<file path="src/adapter_cfg.svh">
// Configuration macros: data width, hierarchy sizes, address widths, operand count

`ifndef ADAPTER_CFG_SVH
`define ADAPTER_CFG_SVH

////////////////////////////////////////////////////////////
// Datapath
////////////////////////////////////////////////////////////

// Operand and result width
`define ADAPTER_DATA_WIDTH 32

// Source operands per instruction
`define ADAPTER_NUM_RS 2

////////////////////////////////////////////////////////////
// Responder hierarchy
////////////////////////////////////////////////////////////

`define ADAPTER_NUM_HIER 3

// Responders on each level
`define ADAPTER_NUM_RSP_L0 4
`define ADAPTER_NUM_RSP_L1 2
`define ADAPTER_NUM_RSP_L2 2

`define ADAPTER_NUM_RSP_TOT (`ADAPTER_NUM_RSP_L0 + `ADAPTER_NUM_RSP_L1 + `ADAPTER_NUM_RSP_L2)

// Largest level, sets the index width
`define ADAPTER_MAX_NUM_RSP 4

// Level bits on top, index bits below
`define ADAPTER_HIER_ADDR_W $clog2(`ADAPTER_NUM_HIER)
`define ADAPTER_ACC_ADDR_W  $clog2(`ADAPTER_MAX_NUM_RSP)
`define ADAPTER_ADDR_W      (`ADAPTER_HIER_ADDR_W + `ADAPTER_ACC_ADDR_W)

`endif

</file>
<file path="src/adapter_x_pkg.sv">
// Offload-side types: operand, instruction, register index and X request/response structs

`include "adapter_cfg.svh"

package adapter_x_pkg;

  ////////////////////////////////////////////////////////////
  // Basic words
  ////////////////////////////////////////////////////////////

  typedef logic [`ADAPTER_DATA_WIDTH-1:0] data_t;
  typedef logic [31:0]                    instr_t;
  typedef logic [4:0]                     reg_idx_t;

  // One flag per source operand
  typedef logic [`ADAPTER_NUM_RS-1:0] rs_mask_t;

  ////////////////////////////////////////////////////////////
  // Core to adapter
  ////////////////////////////////////////////////////////////

  typedef struct packed {
    logic                             q_valid;
    instr_t                           instr;
    data_t [`ADAPTER_NUM_RS-1:0]      rs;
    rs_mask_t                         rs_valid;
    logic                             rd_clean;
    logic                             p_ready;
  } x_req_t;

  // Adapter to core, handshake plus result channel
  typedef struct packed {
    logic     q_ready;
    logic     accept;
    logic     writeback;
    logic     p_valid;
    data_t    p_data;
    logic     p_error;
    reg_idx_t p_rd;
  } x_rsp_t;

endpackage

</file>
<file path="src/adapter_c_pkg.sv">
// Accelerator-side types: address, hart id, C request/response and predecoder structs

`include "adapter_cfg.svh"

package adapter_c_pkg;

  import adapter_x_pkg::*;

  ////////////////////////////////////////////////////////////
  // Addressing
  ////////////////////////////////////////////////////////////

  typedef logic [`ADAPTER_HIER_ADDR_W-1:0] hier_addr_t;
  typedef logic [`ADAPTER_ACC_ADDR_W-1:0]  acc_idx_t;

  // Level in the upper bits, index in the lower
  typedef logic [`ADAPTER_ADDR_W-1:0] acc_addr_t;

  typedef logic [`ADAPTER_DATA_WIDTH-1:0] hart_id_t;

  ////////////////////////////////////////////////////////////
  // Interconnect channels
  ////////////////////////////////////////////////////////////

  // Payload of one offloaded instruction
  typedef struct packed {
    acc_addr_t                   addr;
    hart_id_t                    hart_id;
    data_t [`ADAPTER_NUM_RS-1:0] rs;
    instr_t                      instr;
  } c_req_chan_t;

  typedef struct packed {
    logic        q_valid;
    c_req_chan_t q;
    logic        p_ready;
  } c_req_t;

  typedef struct packed {
    logic     q_ready;
    logic     p_valid;
    data_t    p_data;
    logic     p_error;
    reg_idx_t p_rd;
    hart_id_t p_hart_id;
  } c_rsp_t;

  ////////////////////////////////////////////////////////////
  // Predecoders
  ////////////////////////////////////////////////////////////

  typedef struct packed {
    instr_t instr;
  } prd_req_t;

  typedef struct packed {
    logic     accept;
    rs_mask_t use_rs;
    logic     writeback;
  } prd_rsp_t;

endpackage

</file>
<file path="src/prd_addr_enc.sv">
// Predecoder accept encoder: per-level one-hot to level and index address

`include "adapter_cfg.svh"

module prd_addr_enc
  import adapter_c_pkg::*;
(
  input  logic [`ADAPTER_NUM_RSP_TOT-1:0] prd_accept_i,
  output acc_addr_t                       acc_addr_o,
  output logic                            any_accept_o
);

  localparam int unsigned NumHier = `ADAPTER_NUM_HIER;
  localparam int unsigned MaxRsp  = `ADAPTER_MAX_NUM_RSP;
  localparam int unsigned NumRsp [NumHier] = '{
    `ADAPTER_NUM_RSP_L0, `ADAPTER_NUM_RSP_L1, `ADAPTER_NUM_RSP_L2
  };

  // First responder of a level
  function automatic int unsigned rsp_base(int unsigned lvl);
    int unsigned sum;
    sum = 0;
    for (int unsigned k = 0; k < lvl; k++) begin
      sum += NumRsp[k];
    end
    return sum;
  endfunction

  function automatic acc_idx_t onehot_idx(logic [MaxRsp-1:0] onehot);
    acc_idx_t idx;
    idx = '0;
    for (int unsigned b = 0; b < MaxRsp; b++) begin
      if (onehot[b]) begin
        idx |= acc_idx_t'(b);
      end
    end
    return idx;
  endfunction

  logic [NumHier-1:0][MaxRsp-1:0] lvl_accept;
  acc_idx_t [NumHier-1:0]         lvl_idx;
  logic [NumHier-1:0]             lvl_hit;
  hier_addr_t                     hier_addr;
  acc_idx_t                       idx_lsb;

  // Slice each level, zero-extended to the widest level
  for (genvar l = 0; l < NumHier; l++) begin : gen_lvl
    localparam int unsigned Base = rsp_base(l);
    assign lvl_accept[l] = MaxRsp'(prd_accept_i[Base +: NumRsp[l]]);
    assign lvl_hit[l]    = |lvl_accept[l];
    assign lvl_idx[l]    = onehot_idx(lvl_accept[l]);
  end

  // Only one level is active, so ORing is enough
  always_comb begin
    hier_addr = '0;
    idx_lsb   = '0;
    for (int unsigned l = 0; l < NumHier; l++) begin
      if (lvl_hit[l]) begin
        hier_addr |= hier_addr_t'(l);
      end
      idx_lsb |= lvl_idx[l];
    end
  end

  assign acc_addr_o   = {hier_addr, idx_lsb};
  assign any_accept_o = |prd_accept_i;

  // At most one responder claims an instruction
  always_comb begin
    assert ($onehot0(prd_accept_i))
      else $error("prd_addr_enc: several predecoders accept, %b", prd_accept_i);
  end

endmodule

</file>
<file path="src/offload_ctrl.sv">
// Offload control: operand gating, mask merge, hazard check and acceptance

`include "adapter_cfg.svh"

module offload_ctrl
  import adapter_x_pkg::*;
  import adapter_c_pkg::*;
(
  input  logic                                clk_i,
  input  logic                                arst_n_i,
  input  x_req_t                              x_req_i,
  input  prd_rsp_t [`ADAPTER_NUM_RSP_TOT-1:0] prd_rsp_i,
  input  logic                                any_accept_i,
  input  acc_addr_t                           acc_addr_i,
  input  hart_id_t                            hart_id_i,
  input  logic                                fifo_ready_i,
  output logic                                fifo_valid_o,
  output c_req_chan_t                         fifo_req_o,
  output logic                                q_ready_o,
  output logic                                writeback_o
);

  localparam int unsigned NumRspTot = `ADAPTER_NUM_RSP_TOT;
  localparam int unsigned NumRs     = `ADAPTER_NUM_RS;

  rs_mask_t use_rs;
  logic     wb;
  logic     sources_valid;
  logic     rd_clean;

  ////////////////////////////////////////////////////////////
  // Merge of the accepting predecoder
  ////////////////////////////////////////////////////////////

  always_comb begin
    use_rs = '0;
    wb     = 1'b0;
    for (int unsigned i = 0; i < NumRspTot; i++) begin
      if (prd_rsp_i[i].accept) begin
        use_rs |= prd_rsp_i[i].use_rs;
        wb     |= prd_rsp_i[i].writeback;
      end
    end
  end

  // Request payload with unused operands zeroed
  always_comb begin
    fifo_req_o.addr    = acc_addr_i;
    fifo_req_o.hart_id = hart_id_i;
    fifo_req_o.instr   = x_req_i.instr;
    for (int unsigned j = 0; j < NumRs; j++) begin
      fifo_req_o.rs[j] = use_rs[j] ? x_req_i.rs[j] : '0;
    end
  end

  ////////////////////////////////////////////////////////////
  // Flow control
  ////////////////////////////////////////////////////////////

  // Every used source must be valid
  assign sources_valid = &(~use_rs | x_req_i.rs_valid);

  // WAW hazard on the destination
  assign rd_clean = ~wb | x_req_i.rd_clean;

  assign fifo_valid_o = x_req_i.q_valid & any_accept_i & sources_valid & rd_clean;

  // Rejected instructions are released at once
  assign q_ready_o   = ~any_accept_i | (sources_valid & rd_clean & fifo_ready_i);
  assign writeback_o = wb;

  ////////////////////////////////////////////////////////////
  // Checks
  ////////////////////////////////////////////////////////////

  // An offload only leaves with all operands present
  for (genvar i = 0; i < NumRspTot; i++) begin : gen_chk
    assert property (@(posedge clk_i) disable iff (!arst_n_i)
      (x_req_i.q_valid && q_ready_o && prd_rsp_i[i].accept)
        |-> (((prd_rsp_i[i].use_rs & ~x_req_i.rs_valid) == '0) &&
             (!prd_rsp_i[i].writeback || x_req_i.rd_clean)))
      else $error("offload_ctrl: offload accepted with missing operands or dirty rd");
  end

  // Core keeps the request until it sees q_ready
  assert property (@(posedge clk_i) disable iff (!arst_n_i)
    (x_req_i.q_valid && !q_ready_o) |=> (x_req_i.q_valid && $stable(x_req_i.instr)))
    else $error("offload_ctrl: q_valid or instr changed without q_ready");

endmodule

</file>
<file path="src/c_req_fifo.sv">
// One-entry fall-through buffer for outgoing C requests

`include "adapter_cfg.svh"

module c_req_fifo
  import adapter_c_pkg::*;
(
  input  logic        clk_i,
  input  logic        arst_n_i,
  input  logic        valid_i,
  output logic        ready_o,
  input  c_req_chan_t data_i,
  output logic        valid_o,
  input  logic        ready_i,
  output c_req_chan_t data_o
);

  logic        full_q;
  c_req_chan_t data_q;
  logic        push;

  // Store only what the C side did not take this cycle
  assign push = valid_i & ~full_q & ~ready_i;

  ////////////////////////////////////////////////////////////
  // Occupancy
  ////////////////////////////////////////////////////////////

  always_ff @(posedge clk_i or negedge arst_n_i) begin
    if (!arst_n_i) begin
      full_q <= 1'b0;
    end else if (full_q) begin
      if (ready_i) begin
        full_q <= 1'b0;
      end
    end else if (push) begin
      full_q <= 1'b1;
    end
  end

  always_ff @(posedge clk_i) begin
    if (push) begin
      data_q <= data_i;
    end
  end

  ////////////////////////////////////////////////////////////
  // Outputs
  ////////////////////////////////////////////////////////////

  // Empty buffer is transparent
  assign valid_o = full_q | valid_i;
  assign data_o  = full_q ? data_q : data_i;

  // No new entry while the stored one waits
  assign ready_o = ~full_q;

  // Stalled request must not change
  assert property (@(posedge clk_i) disable iff (!arst_n_i)
    (valid_o && !ready_i) |=> (valid_o && $stable(data_o)))
    else $error("c_req_fifo: C request changed while stalled");

endmodule

</file>
<file path="src/acc_adapter_top.sv">
// Adapter top: encoder, offload control, C request buffer and result forwarding

`include "adapter_cfg.svh"

module acc_adapter_top
  import adapter_x_pkg::*;
  import adapter_c_pkg::*;
(
  input  logic                                clk_i,
  input  logic                                arst_n_i,
  input  hart_id_t                            hart_id_i,
  input  x_req_t                              x_req_i,
  output x_rsp_t                              x_rsp_o,
  output c_req_t                              c_req_o,
  input  c_rsp_t                              c_rsp_i,
  output prd_req_t [`ADAPTER_NUM_RSP_TOT-1:0] prd_req_o,
  input  prd_rsp_t [`ADAPTER_NUM_RSP_TOT-1:0] prd_rsp_i
);

  localparam int unsigned NumRspTot = `ADAPTER_NUM_RSP_TOT;

  logic [NumRspTot-1:0] prd_accept;
  acc_addr_t            acc_addr;
  logic                 any_accept;

  logic        fifo_valid;
  logic        fifo_ready;
  c_req_chan_t fifo_req;
  logic        q_ready;
  logic        writeback;

  logic        c_valid;
  c_req_chan_t c_chan;

  // Every predecoder sees the same instruction
  for (genvar i = 0; i < NumRspTot; i++) begin : gen_prd
    assign prd_req_o[i].instr = x_req_i.instr;
    assign prd_accept[i]      = prd_rsp_i[i].accept;
  end

  prd_addr_enc u_prd_addr_enc (
    .prd_accept_i ( prd_accept ),
    .acc_addr_o   ( acc_addr   ),
    .any_accept_o ( any_accept )
  );

  offload_ctrl u_offload_ctrl (
    .clk_i        ( clk_i      ),
    .arst_n_i     ( arst_n_i   ),
    .x_req_i      ( x_req_i    ),
    .prd_rsp_i    ( prd_rsp_i  ),
    .any_accept_i ( any_accept ),
    .acc_addr_i   ( acc_addr   ),
    .hart_id_i    ( hart_id_i  ),
    .fifo_ready_i ( fifo_ready ),
    .fifo_valid_o ( fifo_valid ),
    .fifo_req_o   ( fifo_req   ),
    .q_ready_o    ( q_ready    ),
    .writeback_o  ( writeback  )
  );

  c_req_fifo u_c_req_fifo (
    .clk_i    ( clk_i           ),
    .arst_n_i ( arst_n_i        ),
    .valid_i  ( fifo_valid      ),
    .ready_o  ( fifo_ready      ),
    .data_i   ( fifo_req        ),
    .valid_o  ( c_valid         ),
    .ready_i  ( c_rsp_i.q_ready ),
    .data_o   ( c_chan          )
  );

  ////////////////////////////////////////////////////////////
  // Port assembly
  ////////////////////////////////////////////////////////////

  always_comb begin
    c_req_o.q_valid = c_valid;
    c_req_o.q       = c_chan;
    c_req_o.p_ready = x_req_i.p_ready;
  end

  // Result channel passes straight through
  always_comb begin
    x_rsp_o.q_ready   = q_ready;
    x_rsp_o.accept    = any_accept;
    x_rsp_o.writeback = writeback;
    x_rsp_o.p_valid   = c_rsp_i.p_valid;
    x_rsp_o.p_data    = c_rsp_i.p_data;
    x_rsp_o.p_error   = c_rsp_i.p_error;
    x_rsp_o.p_rd      = c_rsp_i.p_rd;
  end

endmodule

</file>
<file path="config.mk">
export PLATFORM = sky130hd
export DESIGN_NAME = acc_adapter_top
export DESIGN_NICKNAME = d
export VERILOG_FILES = /design/src/adapter_x_pkg.sv /design/src/adapter_c_pkg.sv /design/src/prd_addr_enc.sv /design/src/offload_ctrl.sv /design/src/c_req_fifo.sv /design/src/acc_adapter_top.sv
export VERILOG_INCLUDE_DIRS = /design/src
export SDC_FILE = /design/constraint.sdc
export NUM_CORES = 1
export LEC_CHECK = 0
export BUFFER_PORTS_ARGS = -buffer_cell sky130_fd_sc_hd__buf_2
export CAP_MARGIN = 20
export CELL_PAD_IN_SITES_DETAIL_PLACEMENT = 0
export CELL_PAD_IN_SITES_GLOBAL_PLACEMENT = 1
export CORE_AREA = 2 2 264 266
export CTS_BUF_LIST = sky130_fd_sc_hd__clkbuf_8 sky130_fd_sc_hd__clkbuf_16
export DETAILED_ROUTE_END_ITERATION = 10
export DIE_AREA = 0 0 266 268
export HOLD_SLACK_MARGIN = 0.03
export PLACE_DENSITY = 0.45
export SETUP_SLACK_MARGIN = 0.5
export SYNTH_ARGS = -nofsm -noshare
export SYNTH_HDL_FRONTEND = slang
export SYNTH_SLANG_ARGS = --single-unit
</file>
<file path="constraint.sdc">
create_clock -name clk_i -period 14.6 [get_ports clk_i]
set_input_delay 2.92 -clock clk_i [delete_from_list [all_inputs] [get_ports clk_i]]
set_output_delay 2.92 -clock clk_i [all_outputs]
set_load 0.005 [all_outputs]
</file>
-- Word level (Yosys, flattened, before mapping)
Index checks and enable logic that the tools add are counted.
- mux-type cells: 29
- reduce and logical (&&, ||, !) cells: 4
- bitwise logic cells: 32
- operators by type and width (cell ; count):
    $mux 132 ; 1
    $mux 32 ; 2
    $mux 2 ; 11
    $or 2x2->2 ; 10
    $mux 1 ; 15
    $or 1x1->1 ; 10
    $reduce_or 8->1 ; 1
    $and 1x1->1 ; 7
    $not 1->1 ; 4
    $reduce_or 2->1 ; 2
    $not 2->2 ; 1
    $reduce_and 2->1 ; 1
- output and inout bits: 432
- bits in registers: 133
- word-level logic and storage cells: 71

-- Longest topological paths before layout
- depth after elaboration: 24
- gate-level depth with buffers: 6
- depth with buffers taken out: 4

-- By module
Synthesis repeated with hierarchy kept, for this count alone.
- cell total of the unflattened synthesis: 750
- area, all modules: 9193.8 um^2
- modules (own cells, without submodules) (module ; area an instance (um^2) ; cells an instance ; times used):
    c_req_fifo ; 5750.5 ; 284 ; 1
    acc_adapter_top ; 2252.2 ; 300 ; 1
    offload_ctrl ; 1151.1 ; 160 ; 1
    prd_addr_enc ; 40.0 ; 6 ; 1

-- Worst setup path before layout
OpenSTA, ideal clock, no wires.
- kind: input to register
- start point: in prd_rsp_i[1] in the netlist's numbering
- end point: reg u_c_req_fifo.data_q[0] in the netlist's numbering, enable pin
- arrival: 16.102 ns
- path slack: -2.449 ns
- data required time: 13.653 ns
- stages: 4
- cells stage by stage: a22oi_2 nand4_4 a22o_1 nor4_1
- cells in the longest elaborated chain, start to end: 22
- RTL lines (element ; RTL line ; RTL):
    start, declared ; acc_adapter_top.sv:17 ; input prd_rsp_t [`ADAPTER_NUM_RSP_TOT-1:0] prd_rsp_i
    $mux 2 * ; offload_ctrl.sv:39 ; if (prd_rsp_i[i].accept) begin
    $or 2x2->2 ; offload_ctrl.sv:40 ; use_rs |= prd_rsp_i[i].use_rs;
    $mux 2 * ; offload_ctrl.sv:39 ;
    $or 2x2->2 ; offload_ctrl.sv:40 ;
    $mux 2 * ; offload_ctrl.sv:39 ;
    $or 2x2->2 ; offload_ctrl.sv:40 ;
    $mux 2 * ; offload_ctrl.sv:39 ;
    $or 2x2->2 ; offload_ctrl.sv:40 ;
    [... 5 more ...] ; n/a ;
    $or 2x2->2 ; offload_ctrl.sv:40 ;
    $mux 2 * ; offload_ctrl.sv:39 ;
    $not 2->2 * ; offload_ctrl.sv:61 ; assign sources_valid = &(~use_rs | x_req_i.rs_valid);
    $or 2x2->2 * ; offload_ctrl.sv:61 ;
    $reduce_and 2->1 * ; offload_ctrl.sv:61 ;
    $and 1x1->1 * (2 in series) ; offload_ctrl.sv:66 ; assign fifo_valid_o = x_req_i.q_valid & any_accept_i & sources_valid & rd_clean;
    $and 1x1->1 * (2 in series) ; c_req_fifo.sv:23 ; assign push = valid_i & ~full_q & ~ready_i;
    via u_c_req_fifo.push ; c_req_fifo.sv:20 ; logic push;
    end signal, assigned ; c_req_fifo.sv:43 ; data_q <= data_i;
    end, declared ; c_req_fifo.sv:19 ; c_req_chan_t data_q;
Mark *: on every way through the listed nets, which the timed path passes. The rest lies on a longest branch.
A chain may end at the register's enable or synchronous reset.

==> results.sh <==
export IMPL_fin_area_mm2=0.01081
export IMPL_fin_skew_ns=0.009356
export IMPL_p_seq_share_pct=40.1
export IMPL_peakVddDrop_v=0.00006947
export IMPL_slew_viol_final=0
export IMPL_synthCells=756
export IMPL_syn_nets=995
export IMPL_setup_ws_ns=6.840
export IMPL_post_route_drc_count=0
export IMPL_clk_latency_ns=0.47
export IMPL_cts_buffers=17
export IMPL_synth_largest_area_cell="edfxtp_1"
export IMPL_internal_power_uw=780.3
export IMPL_path_buf_inv=3
export IMPL_drt_antenna_violating_nets=0
export IMPL_status="finished clean"
export IMPL_grt_max_degree=65
export IMPL_ctsResizeCount=0
export IMPL_setup_viol=0
export IMPL_combPwrFrac_pct=17.9
export IMPL_num_rows=96
export IMPL_h_tree_depth=4
export IMPL_synthTopCellsByArea="edfxtp_1 46%, buf_4 26%, mux2_2 13%, and2_4 3.0%, o31ai_1 2.9%"
export IMPL_cts_root_buf="clkbuf_16"
export IMPL_cp_end_kind="output port"
export IMPL_cts_buffer_depth=2
export IMPL_clk_pin_slew_ns=0.07
export IMPL_crit_chain="buf_2 > a22o_1 > a221oi_2 > and3_2 > buf_4 > o31ai_1 > buf_2"
export IMPL_synthArstFlopShare_pct=0.7519
export IMPL_p_total_uw=1075
export IMPL_start_util_pct=12.74
export IMPL_yosys_warnings=0
export IMPL_post_place_cells=1874
export IMPL_synth_top_area_share_pct=45.59
export IMPL_portBuffers=558
export IMPL_drive_above_1_share_pct=71.95
export IMPL_synth_edf_count=132
export IMPL_cp_start_kind="input pin"
export IMPL_crit_path_top_delay_cell="buf_4"
export IMPL_final_common_cell="buf_2"
export IMPL_synth_main_ff_cell="edfxtp_1"
export IMPL_p_switching_uw=295.0
export IMPL_cellLeakagePower_uw=0.004655
export IMPL_core_mm2=0.06823
export IMPL_dr_total_vias=5915
export IMPL_p_clk_share_pct=42.0
export IMPL_cts_tree="done"
export IMPL_cp_max_fo=64
export IMPL_antenna_found_initial=1
export IMPL_ys_types=29
export IMPL_fin_nets=1250
export IMPL_min_path_type="register to register"
export IMPL_grt_pass1_vias=5467
export IMPL_drt_wl_total_mm=24.48
export IMPL_min_period_ns=7.760
export IMPL_drt_iter0_drc=198
export IMPL_yosys_register_bits=133
export IMPL_hpwl_mm=18.30
export IMPL_cp_common_cell="buf_2"
export IMPL_finalNonFillerCells=1906
export IMPL_place_gp_congestion=0.7648
export IMPL_slew_headroom_pct=36.84
export IMPL_dpl_cell_area_mm2=0.01023
export IMPL_syn_cell_area_mm2=0.008695
export IMPL_power_density_mw_per_mm2=99.46
export IMPL_crit_required_ns=11.68
export IMPL_hold_violations=0
export IMPL_fp_dieH_um=268
export IMPL_finalSetupTns_ns=0
export IMPL_clock_fmax_mhz=128.9
export IMPL_vias_per_cell=3.103
export IMPL_dieWidth_um=266
export IMPL_ys_seq_area_share_pct=45.88
export IMPL_syn_area_per_cell_um2=11.50
export IMPL_cts_setup_buffers=0
export IMPL_switching_share_pct=27.43
export IMPL_rsz0062_at_grt="false"
export IMPL_dp_slack_ns=6.776
export IMPL_period_share_pct=53.15
export IMPL_cap_viol_max_count=0
export IMPL_cpPeakStageDelay_ns=0.55
export IMPL_crit_type="input pin to output port"
export IMPL_clock_sink_count=133
export IMPL_arrival_ns=4.84
export IMPL_first_pass_iters=4
export IMPL_grt_ovfl_total=0
export IMPL_dieArea_mm2=0.07129
export IMPL_final_cell_mix="558 x buf_2, 132 x edfxtp_1, 100 x mux2_2, 36 x inv_1, 34 x o31ai_1"
export IMPL_tightest_slew_ns=0.9429
export IMPL_ctsHoldBuffers=0
export IMPL_crit_family="buffers and inverters"
export IMPL_grt_first_pass_wirelength_mm=33.91
export IMPL_areaGrowthSynthToFinish_pct=24.35
export IMPL_grt_usage_pct=6.510
export IMPL_wl_per_cell_um=12.85
export IMPL_io_pins=671
[area by class of cell]
class / count / area, µm²
clock buffer: 17 / 425.4
timing repair buffer: 565 / 2845
multi-input combinational: 258 / 2153
sequential: 133 / 3993
clock inverter: 14 / 153.9
tap: 882 / 1104
inverter: 36 / 135.1
antenna: 1 / 2.502
fill: 7708 / 57410
[tightest hold or removal path, cell delays in order, from the launching register on]
cell and delay [ns]:
dfrtp_4 0.63, nor4_4 0.09, buf_4 0.28
[power by group through the flow]
stage	clock (µW)	combinational, µW	sequential (µW)
after global placement	0	199	440
final	451	192	432
after detailed placement	0	198	440
after CTS	485	199	432
after floorplan	0	141	440
after global routing	492	215	432
[final timing paths]
check / from / to / slack (ns) / cells after the start
setup / recovery: prd_rsp_i[3] / c_req_o[76] / 6.84 / 7
hold / removal: u_c_req_fifo.full_q / u_c_req_fifo.data_q[63] / 1.23 / 2
setup reg to reg: u_c_req_fifo.full_q / u_c_req_fifo.data_q[25] / 12.02 / 3
hold reg to reg: u_c_req_fifo.full_q / u_c_req_fifo.data_q[63] / 1.23 / 2
max in group asynchronous: arst_n_i / u_c_req_fifo.full_q / 12.28 / 1
min in group asynchronous: arst_n_i / u_c_req_fifo.full_q / 2.22 / 1
[routing by layer]
layer / share of wire, % / global-route usage (%) / vias to the layer above
li1: - / - / 2787
met1: 38 / 6.860 / 2765
met2: 49 / 10.42 / 331
met3: 10 / 3.546 / 32
met4: 2.6 / 3.523 / 0
met5: 0 / 0 / -
[flip-flops by register name, indices dropped and copies added, names as in the netlist]
register,flops
u_c_req_fifo.data_q,132
u_c_req_fifo.full_q,1
[through the flow]
step,hold WS [ns],utilization (%)
3_3_place_gp,1.256,14.99
5_1_grt,1.316,15.84
3_5_place_dp,1.268,14.99
2_1_floorplan,0.9539,-
6_report,1.226,15.85
4_1_cts,1.271,15.84
[Yosys cell counts (2+ instances only)]
cell type / n
clkbuf_1: 9
buf_6: 6
or2_2: 2
mux2_2: 100
buf_2: 10
o31ai_1: 34
and2_4: 30
inv_1: 36
nor3_1: 2
buf_4: 304
a22oi_2: 3
and2_1: 2
nor2_1: 33
a22o_1: 2
a22oi_1: 6
nand2_1: 33
edfxtp_1: 132
[cells by family after synthesis]
family,share of synthesized area (%)
buffers and inverters,29.54
DFF,45.88
and+or+nand+nor,6.951
muxes,12.95
AOI/OAI and AO/OA,4.677
Note: power is estimated with default switching activity, not from simulation.
